--- config.mk ---
export PLATFORM = sky130hd
export DESIGN_NAME = flap_game_top
export DESIGN_NICKNAME = d
export VERILOG_FILES = /design/src/hdl/screen_pkg.sv /design/src/hdl/game_pkg.sv /design/src/hdl/game_control.sv /design/src/hdl/bird_physics.sv /design/src/hdl/obstacle_course.sv /design/src/hdl/sprite_draw.sv /design/src/hdl/screen_clear.sv /design/src/hdl/pixel_arbiter.sv /design/src/hdl/flap_game_top.sv
export SDC_FILE = /design/constraint.sdc
export NUM_CORES = 1
export LEC_CHECK = 0
export BUFFER_PORTS_ARGS = -buffer_cell sky130_fd_sc_hd__buf_2
export CORE_ASPECT_RATIO = 0.9
export CORE_UTILIZATION = 52
export DETAILED_ROUTE_END_ITERATION = 12
export PLACE_DENSITY_LB_ADDON = 0.08
export SLEW_MARGIN = 15
export SYNTH_ARGS = -nofsm -noshare
export SYNTH_HDL_FRONTEND = slang
export SYNTH_HIERARCHICAL = 1
export SYNTH_SLANG_ARGS = --single-unit
--- constraint.sdc ---
create_clock -name clk -period 10.2 [get_ports clk]
set_clock_uncertainty 0.1 [all_clocks]
set_input_delay 0.51 -clock clk [delete_from_list [all_inputs] [get_ports clk]]
set_output_delay 0.51 -clock clk [all_outputs]
set_load 0.02 [all_outputs]
--- src/hdl/screen_pkg.sv ---
// Screen geometry, pixel and colour types, frame buffer credit constants
`default_nettype none

package screen_pkg;

	// ============================================================
	// Geometry
	// ============================================================
	localparam int SCREEN_W = 160;
	localparam int SCREEN_H = 120;

	typedef logic [7:0] x_t;  // Pixel column
	typedef logic [6:0] y_t;  // Pixel row

	// ============================================================
	// Colours, 3 bit RGB
	// ============================================================
	typedef logic [2:0] colour_t;

	localparam colour_t COLOUR_BLACK = 3'd0;  // Clear and erase
	localparam colour_t COLOUR_BIRD  = 3'd4;  // Red
	localparam colour_t COLOUR_PIPE  = 3'd2;  // Green

	// Frame buffer flow control
	typedef logic [2:0] credit_t;
	localparam credit_t FB_CREDITS = 3'd4;

endpackage

`default_nettype wire

--- src/hdl/game_pkg.sv ---
// Bird physics, pipe layout and velocity constants and types
`default_nettype none

package game_pkg;

	import screen_pkg::*;

	// ============================================================
	// Bird
	// ============================================================
	localparam x_t BIRD_X       = 8'd78;
	localparam int BIRD_SIZE    = 4;       // Square edge
	localparam y_t BIRD_START_Y = 7'd58;
	localparam y_t GROUND_Y     = 7'd116;  // Lowest bird row

	// Positive velocity moves up
	typedef logic signed [3:0] velocity_t;

	localparam velocity_t JUMP_V   = 4'sd2;
	localparam velocity_t GRAVITY  = 4'sd1;
	localparam velocity_t MAX_FALL = -4'sd4;

	// ============================================================
	// Pipes
	// ============================================================
	localparam int PIPE_COUNT = 3;
	localparam x_t PIPE_W     = 8'd6;
	localparam y_t GAP_H      = 7'd40;

	typedef x_t [PIPE_COUNT - 1:0] pipe_x_t;
	typedef y_t [PIPE_COUNT - 1:0] pipe_y_t;

	// Index 0 is the rightmost entry
	localparam pipe_x_t PIPE_START_X = {8'd60, 8'd20, 8'd135};
	localparam pipe_y_t PIPE_GAP_Y   = {7'd30, 7'd60, 7'd40};  // Gap top rows
	localparam x_t      PIPE_WRAP_X  = 8'd154;

endpackage

`default_nettype wire

--- src/hdl/game_control.sv ---
// Frame tick counter, flap edge detect and game sequencing FSM
`default_nettype none

module game_control #(
	parameter int FRAME_TICKS = 833333
) (
	input  logic clk,
	input  logic reset_n,
	input  logic flap,
	input  logic crashed,
	input  logic clear_done,
	input  logic draw_done,
	output logic clear_go,
	output logic draw_go,
	output logic draw_erase,
	output logic step,
	output logic flap_pulse
);

	enum logic [2:0] {CLEAR, FIRST_DRAW, START_WAIT, WAIT_TICK, ERASE, STEP, DRAW}
		state, next_state;

	logic [$clog2(FRAME_TICKS + 1) - 1:0] tick_cnt;
	logic tick;
	logic tick_pending;
	logic flap_q;
	logic flap_edge;
	logic running;
	logic pass_state;
	logic go_sent;  // Start pulse of the current pass already issued

	assign tick = (tick_cnt == FRAME_TICKS - 1);
	assign flap_edge = flap && !flap_q;
	assign running = (state == WAIT_TICK) || (state == ERASE) || (state == STEP)
		|| (state == DRAW);
	assign pass_state = (state == CLEAR) || (state == FIRST_DRAW) || (state == ERASE)
		|| (state == DRAW);

	assign clear_go = (state == CLEAR) && !go_sent;
	assign draw_go = pass_state && (state != CLEAR) && !go_sent;
	assign draw_erase = (state == ERASE);
	assign step = (state == STEP);
	assign flap_pulse = flap_edge && running && !crashed;  // Start flap not forwarded

	always_comb
	begin
		next_state = state;
		case (state)
			CLEAR:      if (clear_done) next_state = FIRST_DRAW;
			FIRST_DRAW: if (draw_done) next_state = START_WAIT;
			START_WAIT: if (flap_edge) next_state = WAIT_TICK;
			WAIT_TICK:  if (tick_pending) next_state = ERASE;
			ERASE:      if (draw_done) next_state = STEP;
			STEP:       next_state = DRAW;
			DRAW:       if (draw_done) next_state = WAIT_TICK;
			default:    next_state = CLEAR;
		endcase
	end

	always_ff @(posedge clk or negedge reset_n)
	begin
		if (!reset_n)
		begin
			state <= CLEAR;
			go_sent <= 1'b0;
			tick_cnt <= '0;
			tick_pending <= 1'b0;
			flap_q <= 1'b0;
		end
		else
		begin
			state <= next_state;
			go_sent <= (next_state == state) && (go_sent || pass_state);
			tick_cnt <= tick ? '0 : tick_cnt + 1'b1;
			// Ticks before the first flap are dropped
			tick_pending <= running && (tick || (tick_pending && state != WAIT_TICK));
			flap_q <= flap;
		end
	end

	// Sprite drawer only finishes passes that were started
	assert property (@(posedge clk) disable iff (!reset_n)
		draw_done |-> (state == FIRST_DRAW || state == ERASE || state == DRAW))
		else $error("draw_done outside a sprite pass");

endmodule

`default_nettype wire

--- src/hdl/bird_physics.sv ---
// Bird height and velocity under gravity and jumps
`default_nettype none

module bird_physics (
	input  logic           clk,
	input  logic           reset_n,
	input  logic           step,
	input  logic           flap_pulse,
	output screen_pkg::y_t bird_y
);

	import screen_pkg::*;
	import game_pkg::*;

	velocity_t        velocity;
	velocity_t        vel_dec;
	velocity_t        vel_fall;
	logic             jump_pending;
	logic signed [8:0] y_fall;  // Wide enough to see both clamps
	y_t               y_free;
	y_t               y_jump;

	always_comb
	begin
		y_fall = $signed({2'b00, bird_y}) - 9'(velocity);
		if (y_fall < 0)
			y_free = '0;
		else if (y_fall > $signed({2'b00, GROUND_Y}))
			y_free = GROUND_Y;
		else
			y_free = y_t'(y_fall);
		vel_dec = velocity - GRAVITY;
		vel_fall = (vel_dec < MAX_FALL) ? MAX_FALL : vel_dec;
		y_jump = (bird_y < y_t'(JUMP_V)) ? '0 : bird_y - y_t'(JUMP_V);  // Stop at the top
	end

	always_ff @(posedge clk or negedge reset_n)
	begin
		if (!reset_n)
		begin
			bird_y <= BIRD_START_Y;
			velocity <= '0;  // Starts at rest
			jump_pending <= 1'b0;
		end
		else
		begin
			jump_pending <= flap_pulse || (jump_pending && !step);
			if (step && jump_pending)
			begin
				velocity <= JUMP_V;
				bird_y <= y_jump;
			end
			else if (step)
			begin
				velocity <= vel_fall;
				bird_y <= y_free;
			end
		end
	end

endmodule

`default_nettype wire

--- src/hdl/obstacle_course.sv ---
// Pipe scrolling and wrap, score counter, sticky pipe and ground collision
`default_nettype none

module obstacle_course (
	input  logic              clk,
	input  logic              reset_n,
	input  logic              step,
	input  screen_pkg::y_t    bird_y,
	output game_pkg::pipe_x_t pipe_x,
	output logic [7:0]        score,
	output logic              crashed
);

	import game_pkg::*;

	logic       hit;
	logic [7:0] pass_cnt;  // Pipes leaving the bird column on this step

	always_comb
	begin : hit_check
		logic [8:0] lo;
		logic [8:0] hi;
		hit = (bird_y >= GROUND_Y);
		pass_cnt = '0;
		for (int i = 0; i < PIPE_COUNT; i++)
		begin
			lo = (pipe_x[i] < 8'd4) ? 9'd0 : 9'(pipe_x[i]) - 9'd4;
			hi = 9'(pipe_x[i]) + 9'(PIPE_W);
			// Inside the pipe span and above or below the gap
			if (9'(BIRD_X) >= lo && 9'(BIRD_X) <= hi
				&& (bird_y <= PIPE_GAP_Y[i] + 7'd1
				|| bird_y >= PIPE_GAP_Y[i] + GAP_H - 7'd4))
				hit = 1'b1;
			if (hi == 9'(BIRD_X))
				pass_cnt = pass_cnt + 8'd1;
		end
	end

	always_ff @(posedge clk or negedge reset_n)
	begin
		if (!reset_n)
		begin
			pipe_x <= PIPE_START_X;
			score <= '0;
			crashed <= 1'b0;
		end
		else
		begin
			crashed <= crashed || hit;
			if (step && !crashed)  // Frozen after a crash
			begin
				score <= score + pass_cnt;
				for (int i = 0; i < PIPE_COUNT; i++)
					pipe_x[i] <= (pipe_x[i] == '0) ? PIPE_WRAP_X : pipe_x[i] - 8'd1;
			end
		end
	end

endmodule

`default_nettype wire

--- src/hdl/sprite_draw.sv ---
// Bird and pipe column rasterizer in draw or erase colour
`default_nettype none

module sprite_draw (
	input  logic                clk,
	input  logic                reset_n,
	input  logic                draw_go,
	input  logic                draw_erase,
	input  logic                sprite_gnt,
	input  screen_pkg::y_t      bird_y,
	input  game_pkg::pipe_x_t   pipe_x,
	output logic                sprite_req,
	output screen_pkg::x_t      sprite_x,
	output screen_pkg::y_t      sprite_y,
	output screen_pkg::colour_t sprite_colour,
	output logic                draw_done
);

	import screen_pkg::*;
	import game_pkg::*;

	enum logic [1:0] {S_IDLE, S_BIRD, S_UPPER, S_LOWER} phase;

	logic [1:0] idx;       // Current pipe
	logic       start;
	logic       last_pipe;
	logic       col_last;
	logic       row_last;
	logic [8:0] pipe_end;  // Right edge before clipping
	x_t         px;
	y_t         gap;
	x_t         first_x;
	x_t         last_x;
	x_t         next_x;
	y_t         last_y;
	y_t         next_y;

	// Snapshot of the scene for this pass
	y_t         bird_y_q;
	pipe_x_t    pipe_x_q;
	logic       erase_q;

	assign start = draw_go && (phase == S_IDLE);
	assign last_pipe = (idx == 2'(PIPE_COUNT - 1));
	assign px = pipe_x_q[idx];
	assign gap = PIPE_GAP_Y[idx];
	assign pipe_end = 9'(px) + 9'(PIPE_W) - 9'd1;
	assign col_last = (sprite_x == last_x);
	assign row_last = (sprite_y == last_y);

	assign sprite_req = (phase != S_IDLE);
	assign sprite_colour = erase_q ? COLOUR_BLACK
		: ((phase == S_BIRD) ? COLOUR_BIRD : COLOUR_PIPE);

	// Bounds of the current section and start of the next one
	always_comb
	begin
		first_x = px;
		last_x = (pipe_end > 9'(SCREEN_W - 1)) ? x_t'(SCREEN_W - 1) : pipe_end[7:0];
		last_y = gap;
		next_x = px;
		next_y = y_t'(gap + GAP_H);
		case (phase)
			S_BIRD:
			begin
				first_x = BIRD_X;
				last_x = x_t'(BIRD_X + BIRD_SIZE - 1);
				last_y = y_t'(bird_y_q + BIRD_SIZE - 1);
				next_x = pipe_x_q[0];
				next_y = '0;
			end
			S_LOWER:
			begin
				last_y = y_t'(SCREEN_H - 1);
				next_x = last_pipe ? px : pipe_x_q[idx + 2'd1];
				next_y = '0;
			end
			default: ;
		endcase
	end

	always_ff @(posedge clk or negedge reset_n)
	begin
		if (!reset_n)
		begin
			phase <= S_IDLE;
			idx <= '0;
			draw_done <= 1'b0;
		end
		else
		begin
			draw_done <= 1'b0;
			if (start)
			begin
				phase <= S_BIRD;
				idx <= '0;
			end
			else if (sprite_gnt && col_last && row_last)
			begin
				case (phase)
					S_BIRD:  phase <= S_UPPER;
					S_UPPER: phase <= S_LOWER;
					S_LOWER:
					begin
						phase <= last_pipe ? S_IDLE : S_UPPER;
						idx <= last_pipe ? idx : idx + 2'd1;
						draw_done <= last_pipe;
					end
					default: phase <= S_IDLE;
				endcase
			end
		end
	end

	always_ff @(posedge clk)
	begin
		if (start)
		begin
			bird_y_q <= bird_y;
			pipe_x_q <= pipe_x;
			erase_q <= draw_erase;
			sprite_x <= BIRD_X;
			sprite_y <= bird_y;
		end
		else if (sprite_gnt)
		begin
			if (!col_last)
				sprite_x <= sprite_x + 8'd1;
			else if (!row_last)
			begin
				sprite_x <= first_x;  // Next row
				sprite_y <= sprite_y + 7'd1;
			end
			else
			begin
				sprite_x <= next_x;
				sprite_y <= next_y;
			end
		end
	end

endmodule

`default_nettype wire

--- src/hdl/screen_clear.sv ---
// Full screen raster walk in black
`default_nettype none

module screen_clear (
	input  logic           clk,
	input  logic           reset_n,
	input  logic           clear_go,
	input  logic           clear_gnt,
	output logic           clear_req,
	output screen_pkg::x_t clear_x,
	output screen_pkg::y_t clear_y,
	output logic           clear_done
);

	import screen_pkg::*;

	logic row_end;

	assign row_end = (clear_x == x_t'(SCREEN_W - 1));

	always_ff @(posedge clk or negedge reset_n)
	begin
		if (!reset_n)
		begin
			clear_req <= 1'b0;
			clear_x <= '0;
			clear_y <= '0;
			clear_done <= 1'b0;
		end
		else
		begin
			clear_done <= 1'b0;
			if (clear_go && !clear_req)
			begin
				clear_req <= 1'b1;
				clear_x <= '0;
				clear_y <= '0;
			end
			else if (clear_gnt)
			begin
				clear_x <= row_end ? '0 : clear_x + 8'd1;
				if (row_end && clear_y == y_t'(SCREEN_H - 1))
				begin
					clear_req <= 1'b0;  // Bottom right pixel granted
					clear_done <= 1'b1;
				end
				else if (row_end)
					clear_y <= clear_y + 7'd1;
			end
		end
	end

endmodule

`default_nettype wire

--- src/hdl/pixel_arbiter.sv ---
// Fixed priority pixel arbiter with frame buffer credit counter
`default_nettype none

module pixel_arbiter (
	input  logic                clk,
	input  logic                reset_n,
	input  logic                clear_req,
	input  screen_pkg::x_t      clear_x,
	input  screen_pkg::y_t      clear_y,
	input  logic                sprite_req,
	input  screen_pkg::x_t      sprite_x,
	input  screen_pkg::y_t      sprite_y,
	input  screen_pkg::colour_t sprite_colour,
	input  logic                credit_return,
	output logic                clear_gnt,
	output logic                sprite_gnt,
	output logic                pix_valid,
	output screen_pkg::x_t      pix_x,
	output screen_pkg::y_t      pix_y,
	output screen_pkg::colour_t pix_colour
);

	import screen_pkg::*;

	credit_t credits;
	logic    can_grant;

	// The pixel on the port this cycle still holds a credit
	assign can_grant = (credits > credit_t'(pix_valid));
	assign clear_gnt = clear_req && can_grant;
	assign sprite_gnt = sprite_req && !clear_req && can_grant;

	always_ff @(posedge clk or negedge reset_n)
	begin
		if (!reset_n)
		begin
			credits <= FB_CREDITS;
			pix_valid <= 1'b0;
		end
		else
		begin
			pix_valid <= clear_gnt || sprite_gnt;
			case ({pix_valid, credit_return})
				2'b10:   credits <= credits - 3'd1;
				2'b01:   credits <= credits + 3'd1;
				default: credits <= credits;
			endcase
		end
	end

	always_ff @(posedge clk)
	begin
		pix_x <= clear_gnt ? clear_x : sprite_x;
		pix_y <= clear_gnt ? clear_y : sprite_y;
		pix_colour <= clear_gnt ? COLOUR_BLACK : sprite_colour;
	end

	assert property (@(posedge clk) disable iff (!reset_n) credits <= FB_CREDITS)
		else $error("more credits returned than granted");
	assert property (@(posedge clk) disable iff (!reset_n) pix_valid |-> credits != '0)
		else $error("pixel sent without a credit");
	// A waiting clear pixel is held until granted
	assert property (@(posedge clk) disable iff (!reset_n)
		clear_req && !clear_gnt |=> clear_req && $stable(clear_x) && $stable(clear_y))
		else $error("clear pixel dropped while waiting");

endmodule

`default_nettype wire

--- src/hdl/flap_game_top.sv ---
// Game core top level, control, physics, obstacles, drawers and pixel arbiter
`default_nettype none

module flap_game_top #(
	parameter int FRAME_TICKS = 833333  // Clocks per game step
) (
	input  logic                clk,
	input  logic                reset_n,
	input  logic                flap,
	input  logic                credit_return,
	output logic                pix_valid,
	output screen_pkg::x_t      pix_x,
	output screen_pkg::y_t      pix_y,
	output screen_pkg::colour_t pix_colour,
	output logic [7:0]          score,
	output logic                crashed
);

	import screen_pkg::*;
	import game_pkg::*;

	logic clear_go;
	logic clear_done;
	logic draw_go;
	logic draw_erase;
	logic draw_done;
	logic step;
	logic flap_pulse;

	y_t      bird_y;
	pipe_x_t pipe_x;

	// Drawer to arbiter
	logic    clear_req;
	logic    clear_gnt;
	x_t      clear_x;
	y_t      clear_y;
	logic    sprite_req;
	logic    sprite_gnt;
	x_t      sprite_x;
	y_t      sprite_y;
	colour_t sprite_colour;

	game_control #(.FRAME_TICKS(FRAME_TICKS)) i_game_control (
		.clk(clk), .reset_n(reset_n), .flap(flap), .crashed(crashed),
		.clear_done(clear_done), .draw_done(draw_done), .clear_go(clear_go),
		.draw_go(draw_go), .draw_erase(draw_erase), .step(step), .flap_pulse(flap_pulse)
	);

	bird_physics i_bird_physics (
		.clk(clk), .reset_n(reset_n), .step(step), .flap_pulse(flap_pulse), .bird_y(bird_y)
	);

	obstacle_course i_obstacle_course (
		.clk(clk), .reset_n(reset_n), .step(step), .bird_y(bird_y),
		.pipe_x(pipe_x), .score(score), .crashed(crashed)
	);

	sprite_draw i_sprite_draw (
		.clk(clk), .reset_n(reset_n), .draw_go(draw_go), .draw_erase(draw_erase),
		.sprite_gnt(sprite_gnt), .bird_y(bird_y), .pipe_x(pipe_x),
		.sprite_req(sprite_req), .sprite_x(sprite_x), .sprite_y(sprite_y),
		.sprite_colour(sprite_colour), .draw_done(draw_done)
	);

	screen_clear i_screen_clear (
		.clk(clk), .reset_n(reset_n), .clear_go(clear_go), .clear_gnt(clear_gnt),
		.clear_req(clear_req), .clear_x(clear_x), .clear_y(clear_y), .clear_done(clear_done)
	);

	pixel_arbiter i_pixel_arbiter (
		.clk(clk), .reset_n(reset_n), .clear_req(clear_req), .clear_x(clear_x),
		.clear_y(clear_y), .sprite_req(sprite_req), .sprite_x(sprite_x), .sprite_y(sprite_y),
		.sprite_colour(sprite_colour), .credit_return(credit_return), .clear_gnt(clear_gnt),
		.sprite_gnt(sprite_gnt), .pix_valid(pix_valid), .pix_x(pix_x), .pix_y(pix_y),
		.pix_colour(pix_colour)
	);

endmodule

`default_nettype wire

Word-level counts from Yosys, hierarchy flattened --
Index checks and enable logic that the tools add are counted.
Cells by class: $add $sub $neg 28, multipliers 0, div/mod/pow operators 0, order comparisons 24, equal/unequal tests 24, shifts and indexed selects 0, muxes and demuxes 75, bitwise gates (word level) 0, reduce and logical (&&, ||, !) cells 67
Operators by type and width (count):
- 8-bit two-way mux | 17
- 7-bit two-way mux | 16
- 8-bit by 3-bit adder with 9-bit output, second input constant | 4
- 8-bit binary-select mux with 2-bit select | 2
- 7-bit greater-or-equal comparator, second input constant | 4
- 9-bit by 7-bit equality test with 1-bit output, second input constant | 3
- 7-bit by 9-bit greater-or-equal comparator with 1-bit output, first input constant | 3
- 7-bit by 9-bit less-or-equal comparator with 1-bit output, first input constant | 3
- 9-bit two-way mux | 3
- 8-bit by 3-bit subtractor with 9-bit output, second input constant | 3
- 1-bit logical AND | 26
- 8-bit by 1-bit adder with 8-bit output, second input constant | 3
- 8-bit logical NOT | 3
- 8-bit by 3-bit < comparator with 1-bit output, second input constant | 3
- 8-bit by 1-bit subtractor with 8-bit output, second input constant | 3
- 3-bit two-way mux | 7
- 3-bit case mux with 7 select lines | 1
- 20-bit by 1-bit adder with 20-bit output, second input constant | 1
- 20-bit equality test, second input constant | 1
- 20-bit two-way mux | 1
- 2-bit nonzero test | 10
- 9-bit by 8-bit greater-than comparator with 1-bit output, second input constant | 2
- 8-bit case mux with 2 select lines | 1
- 7-bit by 1-bit adder with 7-bit output, second input constant | 2
- 46 further kinds | 96
Storage, ports and cells: bits in registers 162, bits in latches 0, bits in writable memories 0, ROM bits 0, output and inout bits 28, word-level logic and storage cells 250, memories kept 0

Logic depth before layout (Yosys ltp) --
depth in word-level cells 12, gate-level depth with buffers 16

By module --
The synthesis kept the hierarchy.
Modules (own cells, without submodules):
- sprite_draw | instances 1, cells an instance 372, area an instance 3657.3 µm²
- obstacle_course | instances 1, cells an instance 333, area an instance 2768.9 µm²
- game_control | instances 1, cells an instance 140, area an instance 1370.1 µm²
- bird_physics | instances 1, cells an instance 134, area an instance 1104.8 µm²
- screen_clear | instances 1, cells an instance 97, area an instance 974.7 µm²
- pixel_arbiter | instances 1, cells an instance 59, area an instance 837.1 µm²

Worst setup path before layout --
OpenSTA, ideal clock, no wires.
path kind reg-to-reg, start point register i_sprite_draw.idx[1], end point register i_sprite_draw.sprite_y[0] (enable), library setup time 323 ps, arrival 3384 ps, setup slack 6393 ps, stages on the path, launching flop included 15, path buffers 2, path through dfrtp_1 -> mux2i_1 -> a2bb2oi_2 -> inv_2 -> ha_1 -> clkbuf_1 -> or3_1 -> a2111oi_2 -> a211oi_2 -> mux2_1 -> o2111ai_2 -> nor3_4 -> buf_6 -> nand2_1 -> nand2_1
On the way: longest elaborated chain between the ends 10
RTL lines:
- start: declaration | line sprite_draw.sv:24 | logic [1:0] idx;
- start signal: assignment | line sprite_draw.sv:106 | idx <= last_pipe ? idx : idx + 2'd1;
- 8-bit binary-select mux with 2-bit select (*) | line sprite_draw.sv:45 | assign px = pipe_x_q[idx];
- 8-bit two-way mux (not written as such) (*) | line sprite_draw.sv:45
- 8-bit by 3-bit adder with 9-bit output (*) | line sprite_draw.sv:47 | assign pipe_end = 9'(px) + 9'(PIPE_W) - 9'd1;
- 9-bit by 1-bit subtractor with 9-bit output (*) | line sprite_draw.sv:47
- 9-bit by 8-bit greater-than comparator with 1-bit output | line sprite_draw.sv:59 | last_x = (pipe_end > 9'(SCREEN_W - 1)) ? x_t'(SCREEN_W - 1) : pipe_end[7:0];
- 8-bit two-way mux (*) | line sprite_draw.sv:59
- 8-bit two-way mux (*) | line sprite_draw.sv:63 | case (phase)
- 8-bit equality test (*) | line sprite_draw.sv:48 | assign col_last = (sprite_x == last_x);
- 2-bit nonzero test (no line) (*)
- 2-bit AND reduction (no line) (*)
- end signal: assignment | line sprite_draw.sv:123 | sprite_y <= bird_y;
- end signal: assignment | line sprite_draw.sv:132 | sprite_y <= sprite_y + 7'd1;
- end signal: assignment | line sprite_draw.sv:137 | sprite_y <= next_y;
- end: declaration | line sprite_draw.sv:14 | output screen_pkg::y_t sprite_y,
Every way passes the cells marked *; elsewhere a longest branch is shown, timed or not. The select of a mux whose other input is x is not followed. A chain may end at the register's enable or synchronous reset.

Final worst setup path --
start point register i_sprite_draw.idx[1], end point register i_sprite_draw.sprite_y[4] (enable)
Same word-level chain as after synthesis.

==> results by group <==
Outcome
  • Status: complete, no violations

Logic synthesis
  • Share of synthesized area occupied by flip-flops and latches: between 30% and 40%
  • Synth Net Count: around 1200
  • Syn Inst Count: ~1100
  • Warnings, synthesis: 6
  • Most instantiated flip-flop cell in the synthesis netlist: dfrtp_1
  • EDFF count, synth: 39
  • Synthesis-stage register bit count: 162
  • Yosys cell types: between 100 and 150
  • Share of flip-flops with an asynchronous set or reset after synthesis: between 50% and 60%
  • Mapped cell area: roughly 11000 sq um
  • Average cell area after synthesis: between 9 and 10 sq um

STA
  • Minimum setup slack in the final design: 5.39 ns
  • Final Hold Vio Count: 0
  • Final period demand of the worst path: ~4.8 ns
  • Unrepaired setup endpoints after global routing: no
  • Slew @ Worst Pin: between 1 and 1.5 ns
  • Worst slew margin relative to its limit: between 30% and 40%
  • Achievable frequency: around 210 MHz
  • Final-report max-slew violation count: 0
  • Hold slack final: 0.146 ns
  • Final setup vio count: 0
  • Setup TNS: 0 ns
  • Final cycle utilization of the critical path: approximately 47%

Worst setup path
  • Worst reg-to-reg setup slack: roughly 5.4 ns
  • Required time at the worst-slack endpoint: 10.19 ns
  • Data arrival time of the worst path: roughly 4.8 ns
  • R2R Path End: i_sprite_draw/sprite_y[4]$_DFFE_PP_
  • Type of the setup path with the least slack: flip-flop to flip-flop
  • Worst setup SP type: flip-flop
  • Reg2reg start: i_sprite_draw/idx[1]$_DFFE_PN0P_
  • Worst Reg2Reg Path Length in Cells: 12
  • Critical path peak fanout: 19
  • Type of destination of the critical path: flip-flop

Clocking
  • Worst-Skew Late Latency: ~0.42 ns
  • Cell at the root of the clock tree: clkbuf_16
  • Clock transition at path regs: 0.06 ns
  • CTS sink count: between 150 and 200
  • Clk buf depth: 2
  • TritonCTS buffer count: 17
  • Number of post-CTS setup repair buffers: 0
  • H-tree depth: 4
  • Clock tree from TritonCTS: done

Layout
  • Fraction of layout instances using a drive strength above 1: roughly 14%
  • ANT cells: 0
  • Final std cells w/o fill: 1406
  • Area added between synthesis and finish: 8.07%
  • Leading cell types in the layout, fill and taps excluded: 94 x nand2_1, 82 x nor2_1, 82 x dfrtp_1
  • Footprint of the multi-input gates: 6050 sq um
  • Fraction of the core area covered by cells at the end of the flow: 57.6%
  • Sequential standard cell area: between 4000 and 5000 sq um
  • Number of nets in the layout: between 1000 and 1500
  • Commonest non-fill, non-tap cell in the layout: nand2_1
  • Fillers: 1823

Global route
  • Wire length of the first global-routing pass: between 40000 and 50000 um
  • Via count of the first global-routing pass: between 8000 and 9000
  • Congestion Overflow GR: 0
  • Initial antenna violation count: 0
  • Maximum number of pins on one net before global-route repair: 71
  • All-Layer GR Usage: a little under a quarter

Min path
  • Min-Delay Endpoint: i_game_control/flap_q$_DFF_PN0_
  • Worst hold path type: input port to flip-flop
  • HP Start: flap
  • Min-Delay Path Depth: 1

Power
  • Sequential cell fraction of total power: 46.0%
  • Power per unit of standard cell area: 142 nW/um^2
  • Leakage component of the power: 4.77 nW
  • Worst vdd rail ir drop: 96.6 uV
  • Cell-internal power: ~1.2 mW
  • Sw Pwr: about 450 uW
  • Proportion of power drawn by combinational gates: roughly 13%
  • Net Sw Frac: roughly 27%
  • Part of the total power dissipated in the clock network: approximately two fifths

Placement
  • Half-perimeter wire length after detailed placement: approximately 17000 um
  • Number of buffers added on ports: 31
  • Total instance count after detailed placement: 1373
  • Worst Setup Slack post-DPL: approximately 5.5 ns
  • GPL Wtd Cong: approximately 0.86

Floorplan
  • Standard-cell rows: 49
  • I/O pins: 32
  • Effective utilization at floorplan: a little over half
  • Area of the core: roughly 20000 sq um
  • Horizontal die dimension: about 150 um
  • Die area: between 20000 and 25000 sq um
  • Die outline height: 138 um

Detailed routing
  • DRC marker count from the first detailed-route iteration: around 600
  • Wire length per cell: approximately 17 um
  • Number of vias per cell after detailed routing: between 5 and 6
  • First-pass iteration count of the detailed router: 5
  • Via count: between 8000 and 9000
  • Total detailed-routing wirelength: about 24000 um
  • Number of remaining DRC errors: 0
  • Count of antenna-violating nets left after detailed routing: 0

Run
  • Max-cap check violation count: 0
## sequential cells by signal, summed over array words and instances, names as in the netlist, 8 cells and up
signal,cells
i_game_control/tick_cnt,20
i_obstacle_course/pipe_x,24
i_obstacle_course/score,8
i_pixel_arbiter/pix_x,8
i_screen_clear/clear_x,8
i_sprite_draw/pipe_x_q,24
i_sprite_draw/sprite_x,8
## power by group through the flow
stage          Clock, mW  Sequential, mW  Combinational (mW)
2_1_floorplan          0           0.764               0.152
4_1_cts            0.693           0.755               0.213
3_3_place_gp           0           0.768               0.209
5_1_grt            0.720           0.762               0.239
3_5_place_dp           0           0.768               0.210
6_report           0.674           0.756               0.211
## worst max-delay path, cell delays in order (launching register included)
cell and delay, ns:
dfrtp_1 0.76, and2b_4 0.34, a2bb2oi_2 0.37, inv_2 0.11, ha_1 0.33, or3_1 0.42
a2111oi_2 0.40, a211oi_2 0.11, mux2_1 0.23, o2111ai_2 0.17, nor3_4 0.66, nand2_1 0.18
nand2_1 0.28
## cell usage after synthesis (6+ instances only)
cell / number / area, sq um
a21o_1: 15 / 113
xor2_1: 26 / 228
mux2_4: 7 / 105
xnor2_1: 45 / 394
a21oi_1: 54 / 270
inv_1: 57 / 214
clkbuf_1: 32 / 120
mux2_2: 14 / 158
dfxtp_1: 26 / 521
nand2b_1: 21 / 131
nor2b_1: 14 / 87.6
o22ai_1: 7 / 43.8
nor4_1: 10 / 62.6
a211oi_1: 10 / 75.1
dfstp_2: 15 / 394
o211ai_1: 9 / 67.6
o21ai_1: 9 / 45.0
a22oi_1: 13 / 97.6
nand3_1: 49 / 245
dfrtp_1: 82 / 2050
nor2_1: 82 / 308
nand4_1: 18 / 113
ha_1: 47 / 588
or2_2: 7 / 43.8
edfxtp_1: 39 / 1170
and3_1: 10 / 62.6
nand2_1: 94 / 353
or3_1: 12 / 75.1
nor3_1: 31 / 155
nor3b_1: 8 / 60.1
nand3b_1: 13 / 97.6
o31ai_1: 10 / 75.1
o21ai_0: 54 / 270
mux2i_1: 18 / 180
buf_2: 6 / 30.0
a31oi_1: 16 / 100
## logic make-up after synthesis
group                    Yosys count  synth area share, %
other                              1               0.0350
AND/OR/NAND/NOR                  420                 21.5
AO/OA/AOI/OAI                    275                 18.6
adder cells (fa/ha/maj)           50                 6.05
XOR/XNOR                          72                 5.96
multiplexers                      41                 4.34
flip-flops                       162                 38.6
buffers and inverters            114                 4.92
## layout make-up
| type | count | share of cell area (%) |
|---|---|---|
| inverters | 60 | 1.95 |
| well taps | 255 | 2.76 |
| multi-input cells | 859 | 52.3 |
| clock inverters | 13 | 1.43 |
| repair buffers | 38 | 1.84 |
| flip-flops and latches | 162 | 35.7 |
| clock buffers | 19 | 4.01 |
## worst max-delay path by stage
stage / depth (start not counted) / start / to
floorplan: 14 / i_sprite_draw/idx[1]$_DFFE_PN0P_ / i_sprite_draw/sprite_y[0]$_DFFE_PP_
detailed placement: 12 / i_sprite_draw/idx[1]$_DFFE_PN0P_ / i_sprite_draw/sprite_y[0]$_DFFE_PP_
finish: 12 / i_sprite_draw/idx[1]$_DFFE_PN0P_ / i_sprite_draw/sprite_y[4]$_DFFE_PP_
global placement: 12 / i_sprite_draw/idx[1]$_DFFE_PN0P_ / i_sprite_draw/sprite_y[1]$_DFFE_PP_
CTS: 12 / i_sprite_draw/idx[1]$_DFFE_PN0P_ / i_sprite_draw/sprite_y[5]$_DFFE_PP_
global route: 12 / i_sprite_draw/idx[1]$_DFFE_PN0P_ / i_sprite_draw/sprite_y[4]$_DFFE_PP_
## per-stage QoR
step	total power, mW	cell area, sq um
after floorplan	0.916	10700
after global placement	0.977	10900
after detailed placement	0.979	10900
after CTS	1.66	11600
after global routing	1.72	11600
final	1.64	11600
## layer usage
metal | vias up | wire, um | track usage (%) | part of all wire (%)
met4 | 0 | 239 | 5.37 | 1.0
met1 | 3995 | 12200 | 35.0 | 51
met3 | 19 | 701 | 3.67 | 2.9
li1 | 4174 | - | - | -
met2 | 130 | 10800 | 36.8 | 45
met5 | - | 0 | 0 | 0
## repair_timing
action,in CTS,in global routing
endpoints found under the hold margin,19,0
gates resized for setup,0,0
endpoints found under the setup margin,0,0
hold buffers,1,0
Note: power is estimated with default switching activity, not from simulation.
